File: src/rtl/bp_params.svh
`ifndef BP_PARAMS_SVH
`define BP_PARAMS_SVH

// table geometry, history must be as wide as the index for the xor hash
`define BP_INDEX_BITS 5 // 32 btb and counter entries
`define BP_HIST_BITS  5

// saturating counter width, msb is the taken prediction
`define BP_CTR_BITS   2

// first fetch address as a byte address
`define BP_RESET_PC   32'h4000_0000

`endif

File: src/rtl/bp_types_pkg.sv
`default_nettype none

`include "bp_params.svh"

package bp_types_pkg;

    // halfword address, byte address bits 31:1
    typedef logic [30:0] pc_t;

    typedef logic [`BP_INDEX_BITS-1:0] bp_index_t;
    typedef logic [`BP_HIST_BITS-1:0]  ghr_t;
    typedef logic [`BP_CTR_BITS-1:0]   counter_t; // saturating

    // what the execute stage has to repair
    typedef enum logic [1:0] {
        FIX_NONE      = 2'd0,
        FIX_NOT_TAKEN = 2'd1, // predicted taken, fell through
        FIX_TAKEN     = 2'd2, // predicted not taken, jumped
        FIX_TARGET    = 2'd3  // both taken, wrong target
    } fix_kind_e;

endpackage

`default_nettype wire

File: src/rtl/pipe_pkg.sv
`default_nettype none

package pipe_pkg;
    import bp_types_pkg::*;

    // fetch -> decode
    typedef struct packed {
        logic        valid;
        pc_t         pc;
        logic [31:0] instr;
        logic        pred_taken;
        pc_t         pred_target;
        ghr_t        ghr_snap; // history seen by the lookup
    } fetch_pkt_t;

    // decode -> execute, instruction word already classified
    typedef struct packed {
        logic valid;
        pc_t  pc;
        logic pred_taken;
        pc_t  pred_target;
        ghr_t ghr_snap;
        logic is_ctrl;
        logic is_cond;
        logic is_compressed;
    } decode_pkt_t;

    // execute -> predictor
    typedef struct packed {
        logic valid;
        logic is_cond;
        logic taken;     // resolved outcome
        logic btb_write; // taken and mispredicted
        pc_t  pc;
        pc_t  target;
        ghr_t ghr_snap;
    } train_t;

    // execute -> fetch and flush
    typedef struct packed {
        logic      valid;
        pc_t       pc;
        fix_kind_e kind;
    } redirect_t;

endpackage

`default_nettype wire

File: src/rtl/pc_gen.sv
`timescale 1ns/1ps
`default_nettype none

`include "bp_params.svh"

module pc_gen (
    input  logic                clk_i,
    input  logic                rst_i,
    input  logic                stall_i,
    input  pipe_pkg::redirect_t redirect_i,
    input  logic                pred_taken_i,
    input  bp_types_pkg::pc_t   pred_target_i,
    input  logic                instr_compressed_i,
    output bp_types_pkg::pc_t   pc_o
);
    import bp_types_pkg::*;

    localparam pc_t RESET_PC = pc_t'(`BP_RESET_PC >> 1);

    pc_t pc_q;
    pc_t pc_seq;
    pc_t pc_next;

    // one halfword for rvc, two otherwise
    assign pc_seq = pc_q + (instr_compressed_i ? pc_t'(1) : pc_t'(2));

    always_comb begin
        if (redirect_i.valid) begin
            pc_next = redirect_i.pc; // execute wins over the prediction
        end else if (pred_taken_i) begin
            pc_next = pred_target_i;
        end else begin
            pc_next = pc_seq;
        end
    end

    always_ff @(posedge clk_i) begin
        if (rst_i) begin
            pc_q <= RESET_PC;
        end else if (!stall_i) begin
            pc_q <= pc_next;
        end
    end

    assign pc_o = pc_q;

    // execute must hold its redirect back while the pipe is frozen
    redirect_not_in_stall_a: assert property (
        @(posedge clk_i) disable iff (rst_i)
        stall_i |-> !redirect_i.valid
    );

endmodule

`default_nettype wire

File: src/rtl/gshare_predictor.sv
`timescale 1ns/1ps
`default_nettype none

`include "bp_params.svh"

module gshare_predictor (
    input  logic                  clk_i,
    input  logic                  rst_i,
    input  bp_types_pkg::pc_t     lookup_pc_i,
    output logic                  pred_taken_o,
    output bp_types_pkg::pc_t     pred_target_o,
    output bp_types_pkg::ghr_t    ghr_o,
    input  pipe_pkg::train_t      train_i
);
    import bp_types_pkg::*;

    localparam int       ENTRIES  = 1 << `BP_INDEX_BITS;
    localparam pc_t      RESET_PC = pc_t'(`BP_RESET_PC >> 1);
    localparam counter_t CTR_MAX  = '1;

    pc_t      btb_q [ENTRIES];
    counter_t ctr_q [ENTRIES];
    ghr_t     ghr_q;

    bp_index_t lookup_idx;  // btb slot, byte pc bits 5:1
    bp_index_t lookup_cidx; // hashed with live history
    bp_index_t train_idx;
    bp_index_t train_cidx;  // hashed with the snapshot from fetch
    counter_t  train_ctr;

    assign lookup_idx  = lookup_pc_i[`BP_INDEX_BITS-1:0];
    assign lookup_cidx = lookup_idx ^ ghr_q;
    assign train_idx   = train_i.pc[`BP_INDEX_BITS-1:0];
    assign train_cidx  = train_idx ^ train_i.ghr_snap;
    assign train_ctr   = ctr_q[train_cidx];

    assign pred_target_o = btb_q[lookup_idx];
    assign pred_taken_o  = ctr_q[lookup_cidx][`BP_CTR_BITS-1];
    assign ghr_o         = ghr_q;

    always_ff @(posedge clk_i) begin
        if (rst_i) begin
            for (int i = 0; i < ENTRIES; i++) begin
                btb_q[i] <= RESET_PC;
                ctr_q[i] <= '0; // strongly not taken
            end
            ghr_q <= '0;
        end else if (train_i.valid) begin
            if (train_i.btb_write) begin
                btb_q[train_idx] <= train_i.target;
            end
            if (train_i.is_cond) begin
                if (train_i.taken) begin
                    if (train_ctr != CTR_MAX) begin
                        ctr_q[train_cidx] <= train_ctr + 1'b1;
                    end
                end else if (train_ctr != '0) begin
                    ctr_q[train_cidx] <= train_ctr - 1'b1;
                end
                // resolved history only, no speculative update
                ghr_q <= {ghr_q[`BP_HIST_BITS-2:0], train_i.taken};
            end
        end
    end

    // execute register is cleared by the first reset edge
    no_train_in_reset_a: assert property (
        @(posedge clk_i)
        rst_i && $past(rst_i) |-> !train_i.valid
    );

    // a taken update never wraps to zero
    ctr_no_wrap_up_a: assert property (
        @(posedge clk_i) disable iff (rst_i)
        train_i.valid && train_i.is_cond && train_i.taken
            |=> ctr_q[$past(train_cidx)] != '0
    );

    // and a not-taken update never wraps to max
    ctr_no_wrap_down_a: assert property (
        @(posedge clk_i) disable iff (rst_i)
        train_i.valid && train_i.is_cond && !train_i.taken
            |=> ctr_q[$past(train_cidx)] != CTR_MAX
    );

endmodule

`default_nettype wire

File: src/rtl/branch_decode.sv
`timescale 1ns/1ps
`default_nettype none

module branch_decode (
    input  logic                  clk_i,
    input  logic                  rst_i,
    input  logic                  stall_i,
    input  logic                  flush_i,
    input  pipe_pkg::fetch_pkt_t  fetch_i,
    output pipe_pkg::decode_pkt_t decode_o
);
    import pipe_pkg::*;

    localparam logic [6:0] OP_JAL    = 7'b1101111;
    localparam logic [6:0] OP_JALR   = 7'b1100111;
    localparam logic [6:0] OP_BRANCH = 7'b1100011;

    fetch_pkt_t fd_q;

    logic [31:0] instr;
    logic [2:0]  c_funct3;
    logic        is_compressed;
    logic        c_quad1;
    logic        c_jump;   // c.j, c.jal
    logic        c_branch; // c.beqz, c.bnez
    logic        op_jump;
    logic        op_branch;

    always_ff @(posedge clk_i) begin
        if (rst_i) begin
            fd_q.valid <= 1'b0;
        end else if (!stall_i) begin
            fd_q <= fetch_i;
            if (flush_i) begin
                fd_q.valid <= 1'b0; // wrong path
            end
        end
    end

    assign instr         = fd_q.instr;
    assign c_funct3      = instr[15:13];
    assign is_compressed = instr[1:0] != 2'b11;

    assign c_quad1  = instr[1:0] == 2'b01;
    assign c_jump   = c_quad1 && (c_funct3 == 3'b001 || c_funct3 == 3'b101);
    assign c_branch = c_quad1 && c_funct3[2:1] == 2'b11;

    assign op_jump   = instr[6:0] == OP_JAL || instr[6:0] == OP_JALR;
    assign op_branch = instr[6:0] == OP_BRANCH;

    always_comb begin
        decode_o.valid         = fd_q.valid;
        decode_o.pc            = fd_q.pc;
        decode_o.pred_taken    = fd_q.pred_taken;
        decode_o.pred_target   = fd_q.pred_target;
        decode_o.ghr_snap      = fd_q.ghr_snap;
        decode_o.is_compressed = is_compressed;
        if (is_compressed) begin
            decode_o.is_ctrl = c_jump || c_branch;
            decode_o.is_cond = c_branch;
        end else begin
            decode_o.is_ctrl = op_jump || op_branch;
            decode_o.is_cond = op_branch;
        end
    end

endmodule

`default_nettype wire

File: src/rtl/branch_check.sv
`timescale 1ns/1ps
`default_nettype none

module branch_check (
    input  logic                  clk_i,
    input  logic                  rst_i,
    input  logic                  stall_i,
    input  pipe_pkg::decode_pkt_t decode_i,
    input  logic                  exec_taken_i,
    input  bp_types_pkg::pc_t     exec_target_i,
    output bp_types_pkg::pc_t     exec_pc_o,
    output logic                  exec_valid_o,
    output pipe_pkg::redirect_t   redirect_o,
    output pipe_pkg::train_t      train_o
);
    import bp_types_pkg::*;
    import pipe_pkg::*;

    decode_pkt_t ex_q;

    logic      active;     // real instruction and pipe moving
    logic      pred_taken;
    logic      act_taken;
    pc_t       pc_seq;
    fix_kind_e fix;

    always_ff @(posedge clk_i) begin
        if (rst_i) begin
            ex_q.valid <= 1'b0;
        end else if (!stall_i) begin
            ex_q <= decode_i;
            if (redirect_o.valid) begin
                ex_q.valid <= 1'b0;
            end
        end
    end

    assign active     = ex_q.valid && !stall_i;
    assign pred_taken = active && ex_q.pred_taken;
    assign act_taken  = active && ex_q.is_ctrl && exec_taken_i;
    assign pc_seq     = ex_q.pc + (ex_q.is_compressed ? pc_t'(1) : pc_t'(2));

    always_comb begin
        if (pred_taken && !act_taken) begin
            fix = FIX_NOT_TAKEN;
        end else if (!pred_taken && act_taken) begin
            fix = FIX_TAKEN;
        end else if (act_taken && ex_q.pred_target != exec_target_i) begin
            fix = FIX_TARGET;
        end else begin
            fix = FIX_NONE;
        end
    end

    assign redirect_o.valid = fix != FIX_NONE;
    assign redirect_o.kind  = fix;
    assign redirect_o.pc    = (fix == FIX_NOT_TAKEN) ? pc_seq : exec_target_i;

    assign train_o.valid     = active;
    assign train_o.is_cond   = ex_q.is_cond;
    assign train_o.taken     = act_taken;
    assign train_o.btb_write = act_taken && fix != FIX_NONE;
    assign train_o.pc        = ex_q.pc;
    assign train_o.target    = exec_target_i;
    assign train_o.ghr_snap  = ex_q.ghr_snap;

    assign exec_pc_o    = ex_q.pc;
    assign exec_valid_o = ex_q.valid;

    // the decode slot behind a redirect is wrong path and must arrive squashed
    redirect_flush_a: assert property (
        @(posedge clk_i) disable iff (rst_i)
        redirect_o.valid |=> !decode_i.valid
    );

endmodule

`default_nettype wire

File: src/rtl/branch_front_end.sv
`timescale 1ns/1ps
`default_nettype none

module branch_front_end (
    input  logic                    clk_i,
    input  logic                    rst_i,
    input  logic                    stall_i,
    input  logic [31:0]             instr_i,
    output bp_types_pkg::pc_t       fetch_pc_o,
    output bp_types_pkg::pc_t       exec_pc_o,
    output logic                    exec_valid_o,
    input  logic                    exec_taken_i,
    input  bp_types_pkg::pc_t       exec_target_i,
    output logic                    redirect_valid_o,
    output bp_types_pkg::fix_kind_e redirect_kind_o
);
    import bp_types_pkg::*;
    import pipe_pkg::*;

    pc_t         fetch_pc;
    logic        pred_taken;
    pc_t         pred_target;
    ghr_t        ghr;
    fetch_pkt_t  fetch_pkt;
    decode_pkt_t decode_pkt;
    redirect_t   redirect;
    train_t      train;

    // every fetch is real, wrong path is squashed downstream
    assign fetch_pkt.valid       = 1'b1;
    assign fetch_pkt.pc          = fetch_pc;
    assign fetch_pkt.instr       = instr_i;
    assign fetch_pkt.pred_taken  = pred_taken;
    assign fetch_pkt.pred_target = pred_target;
    assign fetch_pkt.ghr_snap    = ghr;

    pc_gen pc_gen_inst (
        .clk_i              (clk_i),
        .rst_i              (rst_i),
        .stall_i            (stall_i),
        .redirect_i         (redirect),
        .pred_taken_i       (pred_taken),
        .pred_target_i      (pred_target),
        .instr_compressed_i (instr_i[1:0] != 2'b11),
        .pc_o               (fetch_pc)
    );

    gshare_predictor gshare_predictor_inst (
        .clk_i         (clk_i),
        .rst_i         (rst_i),
        .lookup_pc_i   (fetch_pc),
        .pred_taken_o  (pred_taken),
        .pred_target_o (pred_target),
        .ghr_o         (ghr),
        .train_i       (train)
    );

    branch_decode branch_decode_inst (
        .clk_i    (clk_i),
        .rst_i    (rst_i),
        .stall_i  (stall_i),
        .flush_i  (redirect.valid),
        .fetch_i  (fetch_pkt),
        .decode_o (decode_pkt)
    );

    branch_check branch_check_inst (
        .clk_i         (clk_i),
        .rst_i         (rst_i),
        .stall_i       (stall_i),
        .decode_i      (decode_pkt),
        .exec_taken_i  (exec_taken_i),
        .exec_target_i (exec_target_i),
        .exec_pc_o     (exec_pc_o),
        .exec_valid_o  (exec_valid_o),
        .redirect_o    (redirect),
        .train_o       (train)
    );

    assign fetch_pc_o       = fetch_pc;
    assign redirect_valid_o = redirect.valid;
    assign redirect_kind_o  = redirect.kind;

endmodule

`default_nettype wire

File: config.mk
export PLATFORM = sky130hd
export DESIGN_NAME = branch_front_end
export DESIGN_NICKNAME = d
export VERILOG_FILES = /design/src/rtl/bp_types_pkg.sv /design/src/rtl/pipe_pkg.sv /design/src/rtl/pc_gen.sv /design/src/rtl/gshare_predictor.sv /design/src/rtl/branch_decode.sv /design/src/rtl/branch_check.sv /design/src/rtl/branch_front_end.sv
export VERILOG_INCLUDE_DIRS = /design/src /design/src/rtl
export SDC_FILE = /design/constraint.sdc
export NUM_CORES = 2
export LEC_CHECK = 0
export BUFFER_PORTS_ARGS = -buffer_cell sky130_fd_sc_hd__buf_4
export CORE_MARGIN = 5
export CORE_UTILIZATION = 40
export CTS_CLUSTER_SIZE = 10
export DETAILED_ROUTE_END_ITERATION = 8
export GPL_TIMING_DRIVEN = 0
export MAX_ROUTING_LAYER = met4
export SETUP_SLACK_MARGIN = 0.4
export SLEW_MARGIN = 10
export SYNTH_ARGS = -nofsm -noshare
export SYNTH_HDL_FRONTEND = slang
export SYNTH_SLANG_ARGS = --single-unit
File: constraint.sdc
create_clock -name clk_i -period 10.49 [get_ports clk_i]
set_input_delay 0 -clock clk_i [delete_from_list [all_inputs] [get_ports clk_i]]
set_output_delay 0 -clock clk_i [all_outputs]
set_load 0.005 [all_outputs]
; ---- Yosys cells after proc, flatten, opt, wreduce, memory -nomap -nowiden
; Memory sizes are Yosys's and may differ from the RTL's. A register that Yosys moved wholly into a read port is not among the register bits.
; Index checks and enable logic that the tools add are counted.
[classes]
n_addsub = 4
mul = 0
div_mod_pow = 0
n_lt_le_gt_ge = 0
n_eq_ne = 12
n_shift = 0
mux = 38
bitwise_logic = 5
reduce_logical = 23
[op_table]
columns = op, count
row1 = two-way mux 31 bit, 4
row2 = adder 31 bit, 2
row3 = inequality test 31 bit, 1
row4 = OR reduction 31 bit, 1
row5 = two-way mux 1 bit, 22
row6 = == test 7 bit (second input constant), 3
row7 = two-way mux 5 bit, 4
row8 = two-way mux 2 bit, 8
row9 = logical AND 1 bit, 10
row10 = bitwise XOR 5 bit, 2
row11 = inequality test 2 bit (second input constant), 3
row12 = == test 2 x 1 -> 1 bit (second input constant), 2
row13 = logical OR 1 bit, 4
row14 = AND reduction 2 bit, 2
row15 = nonzero test 2 bit, 2
row16 = == test 3 x 1 -> 1 bit (second input constant), 1
row17 = == test 3 bit (second input constant), 1
row18 = logical NOT 1 bit, 3
row19 = adder 2 x 1 -> 2 bit (second input constant), 1
row20 = == test 2 bit (second input constant), 1
row21 = NOT 1 bit, 2
row22 = OR reduction 2 bit, 1
row23 = subtractor 2 x 1 -> 2 bit (second input constant), 1
row24 = OR 1 bit, 1
[word_totals]
reg_bits = 193
latch_bits = 0
ram_bits = 1056
romBits = 0
in_bits = 67
out_inout_bits = 66
word_cells = 100
n_memories = 2
[memory_table]
columns = name, words, word_bits, rd, rd_clocked_by_memory_dff, write_ports, line_no
row1 = gshare_predictor_inst.btb_q, 32, 31, 1, 1, 32, gshare_predictor.sv:21  ; pc_t btb_q [ENTRIES];
row2 = gshare_predictor_inst.ctr_q, 32, 2, 2, 0, 32, gshare_predictor.sv:22  ; counter_t ctr_q [ENTRIES];

; ---- Depth between registers and ports, before layout
[depth]
ltp_word = 16
mapped_depth = 12
depth_no_buf = 12

; ---- Modules after synthesis
; Synthesis repeated with hierarchy kept, for this count alone.
[hier_totals]
cells_unflattened = 3841
area_unflattened_um2 = 58098.2
[modules_own_cells]
columns = module, n_inst, cells_each, area_each_um2, seq_area_each_um2
row1 = gshare_predictor, 1, 3040, 48903.2, 31810.5
row2 = branch_check, 1, 392, 4342.9, 2152.1
row3 = branch_decode, 1, 93, 2452.4, 2362.3
row4 = pc_gen, 1, 314, 2392.3, 620.6
row5 = branch_front_end, 1, 2, 7.5, 0.0

; ---- Least setup slack after synthesis
; No wires, ideal clock.
[synth_timing]
path_type = input to register
from = in rst_i
to = reg pc_gen_inst.pc_q[15], in the netlist pc_gen_inst.pc_o[15]
setup_ns = 0.076
arrival_ns = 8.059
required_time_ns = 10.414
setup_slack_ns = 2.355
cell_stages = 4
n_path_buf = 1
path_cell_list = nor2_1 nand2_1 clkbuf_1 o22ai_1
[synth_rtl]
columns = item, line_no
row1 = from (decl), branch_front_end.sv:6  ; input logic rst_i,
row2 = to (signal assigned), pc_gen.sv:41  ; pc_q <= pc_next;
row3 = to (decl), pc_gen.sv:20  ; pc_t pc_q;

==> results.md <==
* Net count reported at finish at around 4100
* CTS tree: built
* Share of flip-flops with an asynchronous set or reset at 0
* Overall routing resource usage at 0.268
* Number of H-tree levels at 4
* Post-place setup slack at between 5 and 6 ns
* Clock sink total at 1248
* Avg Synthesized Cell Area at 15.5 um^2
* Setup repair after global routing missed its margin: no
* Number of register bits inferred by synthesis at 1248
* Share of final-layout standard cells stronger than drive strength 1 at 0.203
* Number of buffers created by CTS at between 100 and 150
* Launching element type of the critical path: register
* Setup Skew at roughly 0.034 ns
* Number of fill cells at between 10000 and 15000
* Maximum fanout encountered on the critical timing path at 31
* Overall power of the completed layout at between 10 and 15 mW
* Buffers and inverters on the worst path at 3
* Final routed DRC violation total at 0
* Remaining global-route overflow at 0
* Crit path largest cell delay at around 1.1 ns
* Library cell with the largest summed area after synthesis: sky130_fd_sc_hd__edfxtp_1
* Net count after synthesis at around 3800
* Largest net degree at the start of global routing at 33
* Actual slew at the worst max-slew pin at between 1 and 1.5 ns
* Highest attainable clock frequency at about 180 MHz
* Number of standard-cell rows in the floorplan at between 100 and 150
* Arrival time of the worst setup path at ~6 ns
* Antenna violations before repair at 16
* Count of cells resized by post-cts repair at 0
* Ordered cell list for the critical path: nor2b_1 -> buf_2 -> nand3_1 -> a31oi_2 -> and2b_1 -> nand3b_1 -> buf_2 -> nor2_1 -> clkbuf_1 -> or2_2
* Number of DRC violations after detailed-routing iteration 0 at 4647
* Delay-heaviest family, CP: simple AND/OR/NAND/NOR gates
* Gate Count Post-Synth at about 3700
* Kind of path behind the tightest hold check: in -> reg
* Leading cell type in the layout, fill and taps excluded: sky130_fd_sc_hd__edfxtp_1
* Via count of the first global-routing pass at approximately 35000
* Top cells by area in the synthesized netlist: sky130_fd_sc_hd__edfxtp_1 (63%), sky130_fd_sc_hd__mux4_2 (13%), sky130_fd_sc_hd__and2_1 (10%), sky130_fd_sc_hd__clkbuf_1 (1.6%), sky130_fd_sc_hd__dfxtp_1 (1.5%)
* Via count at between 30000 and 40000
* Ys Warns at 0
* Status: complete, no violations
* Clock latency on the worst-skew pair at between 0.7 and 0.8 ns
* Synthesis-to-finish area growth at 13.9%
* Sequential-to-total area share from yosys stat at 0.647
* Worst-path clk slew at 0.05 ns
* Main flop type after synthesis: sky130_fd_sc_hd__edfxtp_1
* Weighted congestion reported at the end of routability-driven placement at just over 0.9
* Starting density of the core at 0.404
* I/O pins at 133
* Critical-path cell with the highest stage delay: sky130_fd_sc_hd__or2_2
* Chip Height at ~390 um
* Worst setup slack after layout at between 4 and 5 ns
* HPWL reported at the end of detailed placement at 131 mm
* Global-route wire length before repair at between 200 and 300 mm
* Synthesized cell area at around 57000 um^2
* Fin area at between 60000 and 70000 um^2
* Endpoints failing hold at 0
* Slew Limit Headroom at 0.0810
* Worst IR drop on VDD at about 0.15 mV
* Final clock period utilization by the worst path at 0.531
* Distinct cell type count after synthesis at 70
* Top library cells by usage in the layout, fill and taps aside: sky130_fd_sc_hd__edfxtp_1 (1205), sky130_fd_sc_hd__and2_1 (930), sky130_fd_sc_hd__mux4_2 (328)
* Count of final setup violators at 0
* Die area at ~150000 um^2
* Max-cap violations at 0
* Buffer cell driving the clock tree root: sky130_fd_sc_hd__clkbuf_16
* Std-Cell Core Area at ~140000 um^2
* Fraction of synthesized cell area taken by the top area cell type at 0.632
* CP Class: reg -> reg
* Sum of routed wire length over all layers at between 150 and 200 mm
* Post-Place Cell Area at 60700 um^2
* Kind of end point of the critical path: register
* Final number of max-transition violations at 0
* Buffers inserted during post-CTS setup optimization at 0
* Power density cells at ~180 nW/um^2
* Leak pwr at about 23 nW
* Clk buf depth at 3
* Buffers added on ports at 110
* Number of synthesized flops with an enable pin at ~1200
* Number of iterations in the first detailed-routing pass at 9
* Required time reported for the critical path endpoint at about 11 ns
* Detailed-route wire length per cell at 33.3 um
* Die width at 388 um
* Top cell by count, worst path: sky130_fd_sc_hd__buf_2
* Via density at 5.92
* Final period demand of the worst path at about 5.6 ns
* Antenna Violating Nets Remaining at 0
* Tightest hold margin at 0.0203 ns
-- metal layers --
metal,GRT usage,vias up,share of wire
met5,-,-,0
met4,0.112,0,0.051
met3,0.0648,493,0.11
met2,0.417,2156,0.47
met1,0.338,18300,0.37
li1,-,14300,-
-- cells in the mapped netlist, types with 5 or more instances --
cell type	instances
sky130_fd_sc_hd__edfxtp_1	1205
sky130_fd_sc_hd__and2_1	930
sky130_fd_sc_hd__mux4_2	328
sky130_fd_sc_hd__clkbuf_1	247
sky130_fd_sc_hd__nand2_1	97
sky130_fd_sc_hd__nor3_1	77
sky130_fd_sc_hd__xnor2_1	77
sky130_fd_sc_hd__nor2_1	75
sky130_fd_sc_hd__buf_4	66
sky130_fd_sc_hd__buf_2	60
sky130_fd_sc_hd__dfxtp_1	43
sky130_fd_sc_hd__nand3_1	42
sky130_fd_sc_hd__nor4_1	36
sky130_fd_sc_hd__or3_1	35
sky130_fd_sc_hd__or2_2	34
sky130_fd_sc_hd__a21o_1	27
sky130_fd_sc_hd__xor2_1	25
sky130_fd_sc_hd__inv_1	24
sky130_fd_sc_hd__mux2_2	23
sky130_fd_sc_hd__mux2i_1	23
sky130_fd_sc_hd__a21oi_1	22
sky130_fd_sc_hd__o22ai_1	22
sky130_fd_sc_hd__nand4_1	20
sky130_fd_sc_hd__a221oi_1	18
sky130_fd_sc_hd__a222oi_1	15
sky130_fd_sc_hd__buf_1	12
sky130_fd_sc_hd__and3_1	9
sky130_fd_sc_hd__clkbuf_2	9
sky130_fd_sc_hd__nand3b_1	9
sky130_fd_sc_hd__o21ai_0	9
sky130_fd_sc_hd__o211ai_1	8
sky130_fd_sc_hd__o21bai_1	8
sky130_fd_sc_hd__nor2b_1	5
-- kinds of logic after synthesis --
group                    Yosys count  share of synthesized area
buffers and inverters            422                     0.0339
AO/OA/AOI/OAI                    149                     0.0202
XOR/XNOR                         104                     0.0162
AND/OR/NAND/NOR                 1392                      0.143
flip-flops                      1248                      0.647
multiplexers                     376                      0.138
adder cells (fa/ha/maj)            6                    0.00157
-- path summary, 6_finish.rpt --
check                                       start  slack [ns]                             endpoint  depth (start not counted)
setup / recovery   branch_check_inst.exec_valid_o        4.92  gshare_predictor_inst.btb_q[22][20]                         10
hold / removal                        instr_i[14]        0.02         branch_decode_inst.instr[14]                          2
hold reg to reg   branch_decode_inst.decode_o[56]        0.41      branch_check_inst.exec_pc_o[16]                          0
setup reg to reg   branch_check_inst.exec_valid_o        4.92  gshare_predictor_inst.btb_q[22][20]                         10
-- where the power goes --
group / switching, mW / internal (mW) / total (mW) / leakage [nW]
logic: 0.973 / 0.604 / 1.58 / 8.27
clock network: 1.96 / 2.59 / 4.55 / 1.94
registers: 0.0926 / 5.66 / 5.76 / 12.6
total: 3.02 / 8.86 / 11.9 / 22.8
-- layout make-up --
cell class | count | area (um^2) | share of cell area
diodes | 7 | 17.5 | 0.000268
clock inverters | 9 | 61.3 | 0.000939
inverters | 25 | 93.8 | 0.00144
clock buffers | 183 | 3930 | 0.0602
multi-input cells | 2027 | 18300 | 0.281
plain buffers | 397 | 1860 | 0.0284
well taps | 1890 | 2360 | 0.0362
flip-flops and latches | 1248 | 37000 | 0.568
repair buffers | 173 | 1560 | 0.0239
-- registers in the layout (all words and copies together) (netlist names), named ones only --
name,count
branch_check_inst.train_o,6
branch_check_inst.ex_q,34
branch_decode_inst.instr,10
pc_gen_inst.pc_o,31
branch_check_inst.exec_pc_o,31
branch_check_inst.exec_valid_o,1
gshare_predictor_inst.ghr_o,5
gshare_predictor_inst.btb_q,992
gshare_predictor_inst.ctr_q,64
branch_decode_inst.decode_o,69
-- what timing repair did --
item,4_1_cts,5_1_grt
setup endpoints to repair,0,0
endpoints found under the hold margin,794,0
hold buffers,53,0
-- stage by stage --
step / std cells / util / setup TNS (ns)
after CTS: 5951 / 0.460 / 0
after global routing: 5953 / 0.460 / 0
final: 5959 / 0.460 / 0
after detailed placement: 5706 / 0.428 / 0
after floorplan: 3697 / - / 0
after global placement: 5697 / 0.426 / -51.54
Note: power is estimated with default switching activity, not from simulation.
